--- src/thorDecodePkg.sv ---
// Thor decode stage shared definitions
// Widths, opcode and function encodings, instruction field positions
// and small helpers used by every block of the decode stage

`default_nettype none

package thorDecodePkg;

	// ==============================
	// Widths
	// ==============================
	localparam int instrWidth  = 40;
	localparam int valueWidth  = 64;
	localparam int regWidth    = 5;
	localparam int pfxWidth    = 33;
	localparam int immLowWidth = 24;

	typedef logic [instrWidth-1:0] instrT;
	typedef logic [valueWidth-1:0] valueT;
	typedef logic [regWidth-1:0]   regT;

	// ==============================
	// Instruction field positions
	// ==============================
	localparam int opcodeLo = 0;
	localparam int opcodeHi = 6;
	localparam int rtLo     = 7;
	localparam int rtHi     = 11;
	// Link field shares the low bits of rt on jumps
	localparam int lkLo     = 7;
	localparam int lkHi     = 8;
	localparam int raLo     = 12;
	localparam int raHi     = 16;
	localparam int rbLo     = 17;
	localparam int rbHi     = 21;
	localparam int rcLo     = 22;
	localparam int rcHi     = 26;
	localparam int funcLo   = 27;
	localparam int funcHi   = 33;
	localparam int imm13Lo  = 17;
	localparam int imm13Hi  = 29;
	localparam int shamtLo  = 17;
	localparam int shamtHi  = 22;
	localparam int disp23Lo = 17;
	localparam int disp23Hi = 39;
	localparam int jmpTgtLo = 12;
	localparam int jmpTgtHi = 39;
	localparam int braTgtLo = 27;
	localparam int braTgtHi = 39;
	localparam int pfxLo    = 7;
	localparam int pfxHi    = 39;

	// ==============================
	// Encodings
	// ==============================
	typedef enum logic [6:0] {
		NOP  = 7'h00, R2   = 7'h02, ADDI = 7'h04, ANDI = 7'h08,
		ORI  = 7'h09, XORI = 7'h0A, SLLI = 7'h0C,
		JMP  = 7'h20, BRA  = 7'h21, JEQ  = 7'h26, JNE  = 7'h27, JLT = 7'h28,
		LDB  = 7'h40, LDBU = 7'h41, LDW  = 7'h42, LDWU = 7'h43, LDO = 7'h46,
		LDBX = 7'h48, LDOX = 7'h4E,
		STB  = 7'h50, STW  = 7'h52, STO  = 7'h56, STBX = 7'h58, STOX = 7'h5E,
		EXI  = 7'h7C
	} opcodeT;

	// Function field of R2 operations
	typedef enum logic [6:0] {
		ADD = 7'h04, SUB = 7'h05, AND = 7'h08, OR = 7'h09,
		MUL = 7'h0C, DIV = 7'h0D, SLL = 7'h10
	} funcT;

	typedef enum logic [1:0] {
		byt  = 2'd0,
		wyde = 2'd1,
		octa = 2'd3
	} memSzT;

	// ==============================
	// Helpers
	// ==============================
	function automatic opcodeT opcodeOf(input instrT ir);
		return opcodeT'(ir[opcodeHi:opcodeLo]);
	endfunction

	function automatic funcT funcOf(input instrT ir);
		return funcT'(ir[funcHi:funcLo]);
	endfunction

	function automatic logic isLoadOp(input opcodeT op);
		return op inside {LDB, LDBU, LDW, LDWU, LDO, LDBX, LDOX};
	endfunction

	function automatic logic isStoreOp(input opcodeT op);
		return op inside {STB, STW, STO, STBX, STOX};
	endfunction

	// Unconditional jumps and conditional branches alike
	function automatic logic isFlowOp(input opcodeT op);
		return op inside {JMP, BRA, JEQ, JNE, JLT};
	endfunction

endpackage

`default_nettype wire

--- src/thorDecodeCtrl.sv ---
// Thor decode control
// Captures EXI prefixes, issues the decode strobe to the datapath
// blocks and produces the output valid pulse one cycle later

`timescale 1ns/1ps
`default_nettype none

module thorDecodeCtrl (
	input  wire                                  clk,
	input  wire                                  rstN,
	input  wire                                  irValid,
	input  thorDecodePkg::instrT                 ir,
	output logic                                 decEn,
	output logic                                 pfxValid,
	output logic [thorDecodePkg::pfxWidth-1:0]   pfxExt,
	output logic                                 decoValid
);

	import thorDecodePkg::*;

	logic isExi;
	logic pfxLoad;

	// ==============================
	// Strobes
	// ==============================

	// A prefix is never decoded as an instruction
	assign isExi   = (opcodeOf(ir) == EXI);
	assign pfxLoad = irValid && isExi;
	assign decEn   = irValid && !isExi;

	// ==============================
	// Prefix and valid registers
	// ==============================
	always_ff @(posedge clk or negedge rstN)
	begin
		if (!rstN)
		begin
			pfxValid  <= 1'b0;
			pfxExt    <= '0;
			decoValid <= 1'b0;
		end
		else
		begin
			decoValid <= decEn;
			// New prefix wins; otherwise the decoded instruction consumes it
			if (pfxLoad)
			begin
				pfxValid <= 1'b1;
				pfxExt   <= ir[pfxHi:pfxLo];
			end
			else if (decEn)
				pfxValid <= 1'b0;
		end
	end

endmodule

`default_nettype wire

--- src/thorRegSelect.sv ---
// Thor register-field selection
// Picks Ra, Rb, Rc and Rt from the instruction and flags register
// file writes, registered on the decode strobe

`timescale 1ns/1ps
`default_nettype none

module thorRegSelect (
	input  wire                   clk,
	input  wire                   rstN,
	input  wire                   decEn,
	input  thorDecodePkg::instrT  ir,
	output thorDecodePkg::regT    ra,
	output thorDecodePkg::regT    rb,
	output thorDecodePkg::regT    rc,
	output thorDecodePkg::regT    rt,
	output logic                  rfwr
);

	import thorDecodePkg::*;

	opcodeT op;
	logic [lkHi-lkLo:0] lk;
	regT rcNext;
	regT rtNext;
	logic rfwrNext;

	assign op = opcodeOf(ir);
	assign lk = ir[lkHi:lkLo];

	always_comb
	begin
		// Stores carry the data register in the rt slot
		rcNext = isStoreOp(op) ? regT'(ir[rtHi:rtLo]) : regT'(ir[rcHi:rcLo]);

		if (isStoreOp(op) || op == NOP)
			rtNext = '0;
		else if (isFlowOp(op))
			rtNext = regT'(lk);
		else
			rtNext = ir[rtHi:rtLo];

		if (op inside {R2, ADDI, ANDI, ORI, XORI, SLLI} || isLoadOp(op))
			rfwrNext = 1'b1;
		else if (isFlowOp(op))
			rfwrNext = (lk != '0);	// link write only
		else
			rfwrNext = 1'b0;
	end

	always_ff @(posedge clk or negedge rstN)
	begin
		if (!rstN)
		begin
			ra   <= '0;
			rb   <= '0;
			rc   <= '0;
			rt   <= '0;
			rfwr <= 1'b0;
		end
		else if (decEn)
		begin
			ra   <= ir[raHi:raLo];
			rb   <= ir[rbHi:rbLo];
			rc   <= rcNext;
			rt   <= rtNext;
			rfwr <= rfwrNext;
		end
	end

endmodule

`default_nettype wire

--- src/thorConstGen.sv ---
// Thor constant generator
// Builds the immediate and the branch target of each instruction,
// widening the immediate with a pending EXI prefix

`timescale 1ns/1ps
`default_nettype none

module thorConstGen (
	input  wire                                  clk,
	input  wire                                  rstN,
	input  wire                                  decEn,
	input  thorDecodePkg::instrT                 ir,
	input  wire                                  pfxValid,
	input  wire [thorDecodePkg::pfxWidth-1:0]    pfxExt,
	output thorDecodePkg::valueT                 imm,
	output thorDecodePkg::valueT                 jmpTgt
);

	import thorDecodePkg::*;

	localparam int imm13W  = imm13Hi - imm13Lo + 1;
	localparam int shamtW  = shamtHi - shamtLo + 1;
	localparam int disp23W = disp23Hi - disp23Lo + 1;
	localparam int jmpW    = jmpTgtHi - jmpTgtLo + 1;
	localparam int braW    = braTgtHi - braTgtLo + 1;

	opcodeT op;
	logic [imm13W-1:0] imm13;
	logic [shamtW-1:0] shamt;
	logic [disp23W-1:0] disp23;
	logic [jmpW-1:0] jmpField;
	logic [braW-1:0] braField;
	valueT immPlain;
	valueT immNext;
	valueT tgtNext;

	assign op       = opcodeOf(ir);
	assign imm13    = ir[imm13Hi:imm13Lo];
	assign shamt    = ir[shamtHi:shamtLo];
	assign disp23   = ir[disp23Hi:disp23Lo];
	assign jmpField = ir[jmpTgtHi:jmpTgtLo];
	assign braField = ir[braTgtHi:braTgtLo];

	always_comb
	begin
		case (op)
		ADDI:       immPlain = {{(valueWidth-imm13W){imm13[imm13W-1]}}, imm13};
		ANDI:       immPlain = {{(valueWidth-imm13W){1'b1}}, imm13};
		ORI, XORI:  immPlain = {{(valueWidth-imm13W){1'b0}}, imm13};
		SLLI:       immPlain = {{(valueWidth-shamtW){1'b0}}, shamt};
		// Indexed forms take their offset from Rb instead
		LDB, LDBU, LDW, LDWU, LDO, STB, STW, STO:
			immPlain = {{(valueWidth-disp23W){disp23[disp23W-1]}}, disp23};
		default:    immPlain = '0;
		endcase

		// Prefix sits above the low part and sets the sign
		if (pfxValid)
			immNext = {{(valueWidth-pfxWidth-immLowWidth){pfxExt[pfxWidth-1]}},
				pfxExt, immPlain[immLowWidth-1:0]};
		else
			immNext = immPlain;

		case (op)
		JMP, BRA:       tgtNext = {{(valueWidth-jmpW-1){jmpField[jmpW-1]}}, jmpField, 1'b0};
		JEQ, JNE, JLT:  tgtNext = {{(valueWidth-braW-1){braField[braW-1]}}, braField, 1'b0};
		default:        tgtNext = '0;
		endcase
	end

	always_ff @(posedge clk or negedge rstN)
	begin
		if (!rstN)
		begin
			imm    <= '0;
			jmpTgt <= '0;
		end
		else if (decEn)
		begin
			imm    <= immNext;
			jmpTgt <= tgtNext;
		end
	end

endmodule

`default_nettype wire

--- src/thorOpClass.sv ---
// Thor operation classifier
// Memory, flow and latency flags for the issue logic, registered
// on the decode strobe

`timescale 1ns/1ps
`default_nettype none

module thorOpClass (
	input  wire                   clk,
	input  wire                   rstN,
	input  wire                   decEn,
	input  thorDecodePkg::instrT  ir,
	output logic                  isLoad,
	output logic                  isStore,
	output logic                  ldz,
	output logic                  isIndexed,
	output thorDecodePkg::memSzT  memSz,
	output logic                  isJump,
	output logic                  isCbranch,
	output logic                  isMul,
	output logic                  isDiv,
	output logic                  multiCycle
);

	import thorDecodePkg::*;

	opcodeT op;
	logic ld;
	logic st;
	logic mul;
	logic div;
	memSzT szNext;

	assign op  = opcodeOf(ir);
	assign ld  = isLoadOp(op);
	assign st  = isStoreOp(op);
	assign mul = (op == R2) && (funcOf(ir) == MUL);
	assign div = (op == R2) && (funcOf(ir) == DIV);

	always_comb
	begin
		case (op)
		LDB, LDBU, LDBX, STB, STBX: szNext = byt;
		LDW, LDWU, STW:             szNext = wyde;
		default:                    szNext = octa;
		endcase
	end

	always_ff @(posedge clk or negedge rstN)
	begin
		if (!rstN)
		begin
			isLoad     <= 1'b0;
			isStore    <= 1'b0;
			ldz        <= 1'b0;
			isIndexed  <= 1'b0;
			memSz      <= byt;
			isJump     <= 1'b0;
			isCbranch  <= 1'b0;
			isMul      <= 1'b0;
			isDiv      <= 1'b0;
			multiCycle <= 1'b0;
		end
		else if (decEn)
		begin
			isLoad     <= ld;
			isStore    <= st;
			ldz        <= op inside {LDBU, LDWU};
			isIndexed  <= op inside {LDBX, LDOX, STBX, STOX};
			memSz      <= szNext;
			isJump     <= op inside {JMP, BRA};
			isCbranch  <= op inside {JEQ, JNE, JLT};
			isMul      <= mul;
			isDiv      <= div;
			// Every memory access goes through the load/store unit
			multiCycle <= mul || div || ld || st;
		end
	end

endmodule

`default_nettype wire

--- src/thorDecodeTop.sv ---
// Thor decode stage top level
// One-cycle registered decode: control plus three datapath blocks

`timescale 1ns/1ps
`default_nettype none

module thorDecodeTop (
	input  wire                   clk,
	input  wire                   rstN,
	input  wire                   irValid,
	input  thorDecodePkg::instrT  ir,
	output logic                  decoValid,
	output thorDecodePkg::regT    ra,
	output thorDecodePkg::regT    rb,
	output thorDecodePkg::regT    rc,
	output thorDecodePkg::regT    rt,
	output logic                  rfwr,
	output thorDecodePkg::valueT  imm,
	output thorDecodePkg::valueT  jmpTgt,
	output logic                  isLoad,
	output logic                  isStore,
	output logic                  ldz,
	output logic                  isIndexed,
	output thorDecodePkg::memSzT  memSz,
	output logic                  isJump,
	output logic                  isCbranch,
	output logic                  isMul,
	output logic                  isDiv,
	output logic                  multiCycle
);

	import thorDecodePkg::*;

	logic decEn;
	logic pfxValid;
	logic [pfxWidth-1:0] pfxExt;

	thorDecodeCtrl ctrl0 (
		.clk(clk), .rstN(rstN), .irValid(irValid), .ir(ir),
		.decEn(decEn), .pfxValid(pfxValid), .pfxExt(pfxExt), .decoValid(decoValid)
	);

	thorRegSelect regSel0 (
		.clk(clk), .rstN(rstN), .decEn(decEn), .ir(ir),
		.ra(ra), .rb(rb), .rc(rc), .rt(rt), .rfwr(rfwr)
	);

	thorConstGen constGen0 (
		.clk(clk), .rstN(rstN), .decEn(decEn), .ir(ir),
		.pfxValid(pfxValid), .pfxExt(pfxExt), .imm(imm), .jmpTgt(jmpTgt)
	);

	thorOpClass opClass0 (
		.clk(clk), .rstN(rstN), .decEn(decEn), .ir(ir),
		.isLoad(isLoad), .isStore(isStore), .ldz(ldz), .isIndexed(isIndexed),
		.memSz(memSz), .isJump(isJump), .isCbranch(isCbranch),
		.isMul(isMul), .isDiv(isDiv), .multiCycle(multiCycle)
	);

endmodule

`default_nettype wire

--- config.mk ---
export PLATFORM = sky130hd
export DESIGN_NAME = thorDecodeTop
export DESIGN_NICKNAME = d
export VERILOG_FILES = /design/src/thorDecodePkg.sv /design/src/thorDecodeCtrl.sv /design/src/thorRegSelect.sv /design/src/thorConstGen.sv /design/src/thorOpClass.sv /design/src/thorDecodeTop.sv
export SDC_FILE = /design/constraint.sdc
export NUM_CORES = 1
export LEC_CHECK = 0
export ABC_AREA = 1
export CAP_MARGIN = 30
export CORE_AREA = 2 2 110 112
export DETAILED_ROUTE_END_ITERATION = 10
export DIE_AREA = 0 0 112 114
export DONT_BUFFER_PORTS = 1
export PLACE_DENSITY = 0.78
export SETUP_SLACK_MARGIN = 0.05
export SYNTH_ARGS = -nofsm -noshare
export SYNTH_HDL_FRONTEND = slang
export SYNTH_SLANG_ARGS = --single-unit
--- constraint.sdc ---
create_clock -name clk -period 1.4 [get_ports clk]
set_clock_uncertainty 0.05 [all_clocks]
set_input_delay 0.14 -clock clk [delete_from_list [all_inputs] [get_ports clk]]
set_output_delay 0.14 -clock clk [all_outputs]
set_load 0.005 [all_outputs]
### Word-level counts from Yosys, hierarchy flattened

Cells that the tools add are included.

| word-level totals | value |
|---|---|
| bits in registers | 195 |
| bits in latches | 0 |
| RAM bits | 0 |
| ROM bits | 0 |
| input bits | 43 |
| output and inout port bits | 161 |
| word-level logic and storage cells | 84 |
| memories | 0 |

| cells by class | value |
|---|---|
| add/sub/neg operators | 0 |
| $mul | 0 |
| divide/modulo/power cells | 0 |
| order comparisons | 0 |
| eq/ne operators | 26 |
| shifts and indexed selects | 0 |
| mux-type cells | 11 |
| bitwise logic cells | 0 |
| reduce and logical (&&, ||, !) cells | 27 |

Operators with widths:

| operator | count |
|---|---|
| $pmux W64 S5 | 1 |
| $pmux W64 S2 | 1 |
| $eq A7 B7 Y1 const B | 13 |
| $mux W64 | 1 |
| $eq A7 B4 Y1 const B | 6 |
| $eq A7 B6 Y1 const B | 5 |
| $mux W5 | 3 |
| $reduce_bool A5 Y1 | 2 |
| $reduce_bool A2 Y1 | 4 |
| $reduce_or A8 Y1 | 1 |
| $eq A7 B2 Y1 const B | 1 |
| $eq A7 B3 Y1 const B | 1 |
| $logic_not A7 Y1 | 1 |
| $reduce_bool A7 Y1 | 1 |
| $reduce_bool A6 Y1 | 1 |
| $reduce_or A3 Y1 | 2 |
| $logic_or A1 B1 Y1 | 5 |
| $reduce_or A5 Y1 | 1 |
| $logic_and A1 B1 Y1 | 4 |
| $mux W1 | 4 |
| $pmux W2 S2 | 1 |
| $reduce_bool A4 Y1 | 1 |
| $reduce_or A2 Y1 | 2 |
| $reduce_bool A3 Y1 | 1 |
| $logic_not A1 Y1 | 1 |

### Longest topological paths before layout

| depth | value |
|---|---|
| depth after elaboration | 5 |
| mapped depth | 11 |
| gate-level depth less buffers | 11 |

### Modules after synthesis

From an unflattened synthesis, not the netlist that was laid out.

| unflattened totals | value |
|---|---|
| cells, all modules | 870 |
| area total of the unflattened synthesis | 7342.0 µm² |

By module, submodules not included:

| module | instances | cells each | area an instance (µm²) | seq. area each (µm²) |
|---|---|---|---|---|
| thorConstGen | 1 | 483 | 4142.7 | 2102.0 |
| thorDecodeCtrl | 1 | 159 | 1506.4 | 875.8 |
| thorRegSelect | 1 | 140 | 1058.5 | 525.5 |
| thorOpClass | 1 | 88 | 634.4 | 275.3 |

### Least setup slack after synthesis

No wires, ideal clock.

| timing | value |
|---|---|
| path kind | input to register |
| start | input port ir[3] |
| end | register constGen0.jmpTgt[18] |
| setup time | 138 ps |
| arrival time | 1160 ps |
| required time | 1212 ps |
| path slack | 52 ps |
| stages | 9 |
| buffers on the path | 1 |
| cells stage by stage | inv_1 nor2_1 nand2_1 nand2_1 nand2_1 inv_2 nand3_1 clkbuf_1 nand3_1 |

| between the ends | value |
|---|---|
| word-level cells in the longest chain between the ends | 3 |
| elaborated cells on any way between the ends | 11 |
| classes of those cells | eq/ne: 6; mux: 1; reduce/logical: 4 |

Ends and longest elaborated chain:

| item | RTL line | RTL |
|---|---|---|
| start, declared | thorDecodeTop.sv:11 | `input thorDecodePkg::instrT ir,` |
| $eq A7 B6 Y1 / $eq A7 B7 Y1 (equally long branches) | thorConstGen.sv:64, thorDecodeCtrl.sv:29 |  |
| $reduce_or A3 Y1 (tied with other cells) | thorConstGen.sv:64 | `case (op)` |
| $pmux W64 S2 / $logic_and A1 B1 Y1 (equally long branches) | thorConstGen.sv:64, thorDecodeCtrl.sv:31 |  |
| end signal, assigned | thorConstGen.sv:81 | `jmpTgt <= tgtNext;` |
| end, declared | thorConstGen.sv:16 | `output thorDecodePkg::valueT jmpTgt` |

Parallel ways exist; a longest one is shown, timed or not.
A chain may end at the register's enable or synchronous reset.

### Final worst setup path

| timing | value |
|---|---|
| start | input port ir[27] |
| end | register opClass0.multiCycle |

| between the ends | value |
|---|---|
| word-level cells in the longest chain between the ends | 5 |
| elaborated cells on any way between the ends | 7 |
| classes of those cells | eq/ne: 2; reduce/logical: 5 |

Ends and longest elaborated chain:

| item | RTL line | RTL |
|---|---|---|
| $eq A7 B4 Y1 (on tied branches) | thorOpClass.sv:37, thorOpClass.sv:38 |  |
| $logic_and A1 B1 Y1 (on tied branches) | thorOpClass.sv:37, thorOpClass.sv:38 |  |
| $logic_or A1 B1 Y1 * (3 in series) | thorOpClass.sv:76 | `multiCycle <= mul \|\| div \|\| ld \|\| st;` |
| end signal, assigned | thorOpClass.sv:76 |  |
| end, declared | thorOpClass.sv:22 | `output logic multiCycle` |

Mark *: on every way between the ends. The rest lies on a longest branch, timed or not.

==> flow_summary.json <==
{
  "routed_wl_um": 20400,
  "num_rows": 40,
  "wl_per_cell_um": 21.3,
  "synth_top_family_by_area": "simple AND/OR/NAND/NOR gates",
  "layout_commonest_cell": "nand2_1",
  "dr_wl_met3_um": 1980,
  "ant_nets": 0,
  "final_nets": 836,
  "ir_drop_mv": 0.848,
  "post_cts.repair.setup_buffers": 0,
  "place_congestion": 0.899,
  "topRoutingLayerUsed": "met4",
  "cts_num_sinks": 151,
  "ys_warn_count": 0,
  "dr_wl_met2_um": 9600,
  "yosys.area.top_type": "dfrtp_1",
  "io_buffer_count": 0,
  "hold_slack_ns": -0.633,
  "coreArea_sq_um": 11700,
  "wl_met1_um": 7790,
  "violations": "negative hold slack",
  "worstPathMaxFanout": 4,
  "synthesis.instances": 780,
  "hpwl_um": 13300,
  "synth_compound_area_share_pct": 12.8,
  "synthSimpleGateAreaFrac_pct": 21.7,
  "synth_seq_cells": 151,
  "die_w_um": 112,
  "track_usage_pct": 32.1,
  "cts_buffers": 17,
  "final_cell_mix": "223 x nand2_1, 150 x dfrtp_1, 82 x a21oi_1",
  "grt_pass1_wl_um": 31500,
  "route.detailed.drc": 0,
  "arrival_ns": 1.54,
  "rsz0062_at_grt": "false",
  "fin_crit_sh_pct": 90.7,
  "drtIter0Drc": 716,
  "insertion_delay_ns": 0.42,
  "finalMaxSlewViolations": 0,
  "reg2reg_depth": 4,
  "synth_top_area_share_pct": 55.8,
  "synth_top_flop_cell": "dfrtp_1",
  "seq_area_sq_um": 3780,
  "root_buffer": "clkbuf_16",
  "dr.pass1.iters": 6,
  "path_clk_slew_ns": 0.06,
  "syn-mean-instance-area_sq_um": 8.68,
  "antenna_found_initial": 3,
  "ys_top_cells_by_area": "dfrtp_1 56%, nand2_1 12%, a21oi_1 6.1%",
  "worstSetupPathType": "primary input to flop",
  "worst_slew_pin_slew_ns": 0.492,
  "start_kind": "primary input",
  "grt_pass1_vias": 5632,
  "async_flop_share_pct": 100,
  "pin_count": 204,
  "required_ns": 1.67,
  "powerDensity_nw_per_um2": 1310,
  "cts_buffer_depth": 2,
  "cap_violations": 0,
  "relSlewSlack_pct": 67.0,
  "synth-adder-area-share_pct": 0,
  "vias": 5858,
  "hp-class": "primary input to asynchronous set/reset pin",
  "min_period_ns": 1.27,
  "finalHoldViolCount": 151,
  "syn-cell-area_sq_um": 6770,
  "finalSetupTns_ns": 0,
  "max_clock_freq_ghz": 0.787,
  "muxShareOfSynthArea_pct": 0,
  "die_h_um": 114,
  "status": "finished, violations left",
  "drive_gt1_share_pct": 11.8,
  "synthToLayoutAreaGrowth_pct": 16.2,
  "synth.net_count": 823,
  "grt_max_degree": 152,
  "setup_viol": 0,
  "overflow": 0,
  "multi_input_area_sq_um": 2360,
  "ys_seq_area_share_pct": 55.8,
  "synth_xor_area_share_pct": 0,
  "die_area_sq_um": 12800,
  "synth-edff-count": 0,
  "post-route-util_pct": 67.2,
  "yosys.cell_types.count": 26,
  "crit_path_end_kind": "flop",
  "vias_per_cell": 6.13,
  "cts_tree": "yes",
  "fillers": 893,
  "cts_max_level": 4,
  "start_util_pct": 57.8,
  "p_leak_uw": 0.00395
}
## state kept, by name, summed over array words and instances, names as in the netlist
name / flops
opClass0.isIndexed: 1
regSel0.rt: 5
regSel0.rb: 5
ctrl0.decoValid: 1
regSel0.rc: 5
ctrl0.pfxExt: 33
regSel0.ra: 5
opClass0.isCbranch: 1
regSel0.rfwr: 1
opClass0.isMul: 1
opClass0.isJump: 1
constGen0.imm: 56
opClass0.multiCycle: 1
constGen0.jmpTgt: 28
opClass0.isStore: 1
opClass0.isDiv: 1
ctrl0.pfxValid: 1
opClass0.memSz: 2
opClass0.isLoad: 1
opClass0.ldz: 1
## per-layer routing
layer  track usage, %  vias to the layer above
met2             49.5                      381
met3             9.51                       86
met5                0                        -
met1             41.7                     2838
li1                 -                     2553
met4             16.5                        0
## final cells by class
class,count,share of cell area (%)
flip-flops and latches,151,48.0
multi-input cells,517,30.0
repair buffers,82,10.9
clock buffers,21,5.72
well taps,147,2.34
clock inverters,11,1.84
inverters,24,1.14
diodes,2,0.0636
## where the power goes
| part | switching [uW] | internal, uW |
|---|---|---|
| clock | 1780 | 2850 |
| combinational | 518 | 330 |
| sequential | 225 | 4640 |
| total | 2520 | 7820 |
## path summary, 6_finish.rpt
check / start / slack [ns] / to
max: ir[27] / 0.13 / opClass0.multiCycle
min: rstN / -0.63 / constGen0.imm[54]
max reg2reg: ctrl0.pfxValid / 0.31 / constGen0.imm[52]
min reg2reg: ctrl0.pfxExt[20] / 0.44 / ctrl0.pfxExt[20]
max in group asynchronous: rstN / 1.75 / constGen0.jmpTgt[62]
min in group clk: ir[29] / 0 / opClass0.isDiv
## cells by family (layout without fill, tap and decap cells)
| group | after synthesis | after routing |
|---|---|---|
| buf+inv | 112 | 138 |
| other cells | 1 | 3 |
| flops | 151 | 151 |
| compound gates | 162 | 162 |
| simple gates | 354 | 354 |
## critical path, stage by stage
cell and delay, ns:
dlygate4sd3_1 0.61, inv_1 0.18, nor3_2 0.08, o211ai_1 0.29, nand3_1 0.11, nand2_1 0.07, nand2_1 0.05
## metrics by stage
step | power, uW | setup WS (ns) | cell area, sq um | hold WS, ns | cells
floorplan | 5390 | 0.0519 | 6770 | -0.206 | 780
global placement | 5580 | -0.0245 | 6910 | -0.200 | 886
detailed placement | 5610 | -0.108 | 6910 | -0.202 | 886
CTS | 10400 | 0.0665 | 7840 | -0.644 | 952
finish | 10300 | 0.130 | 7870 | -0.633 | 955
global route | 10700 | 0.0741 | 7870 | -0.648 | 955
## timing repair
item / CTS / global route
endpoints found under the hold margin: 258 / 155
hold buffers: 34 / 1
gates resized for setup: 0 / 4
setup endpoints to repair: 0 / 1
## cell usage after synthesis, drive strengths merged, types with 2 or more instances
library cell,instances
nand2,226
nor3,9
o21a,6
buf,71
nand3,62
o21ai,61
a21oi,83
clkbuf,17
inv,24
nor2,54
o211ai,11
nand4,2
dfrtp,151
Note: power is estimated with default switching activity, not from simulation.
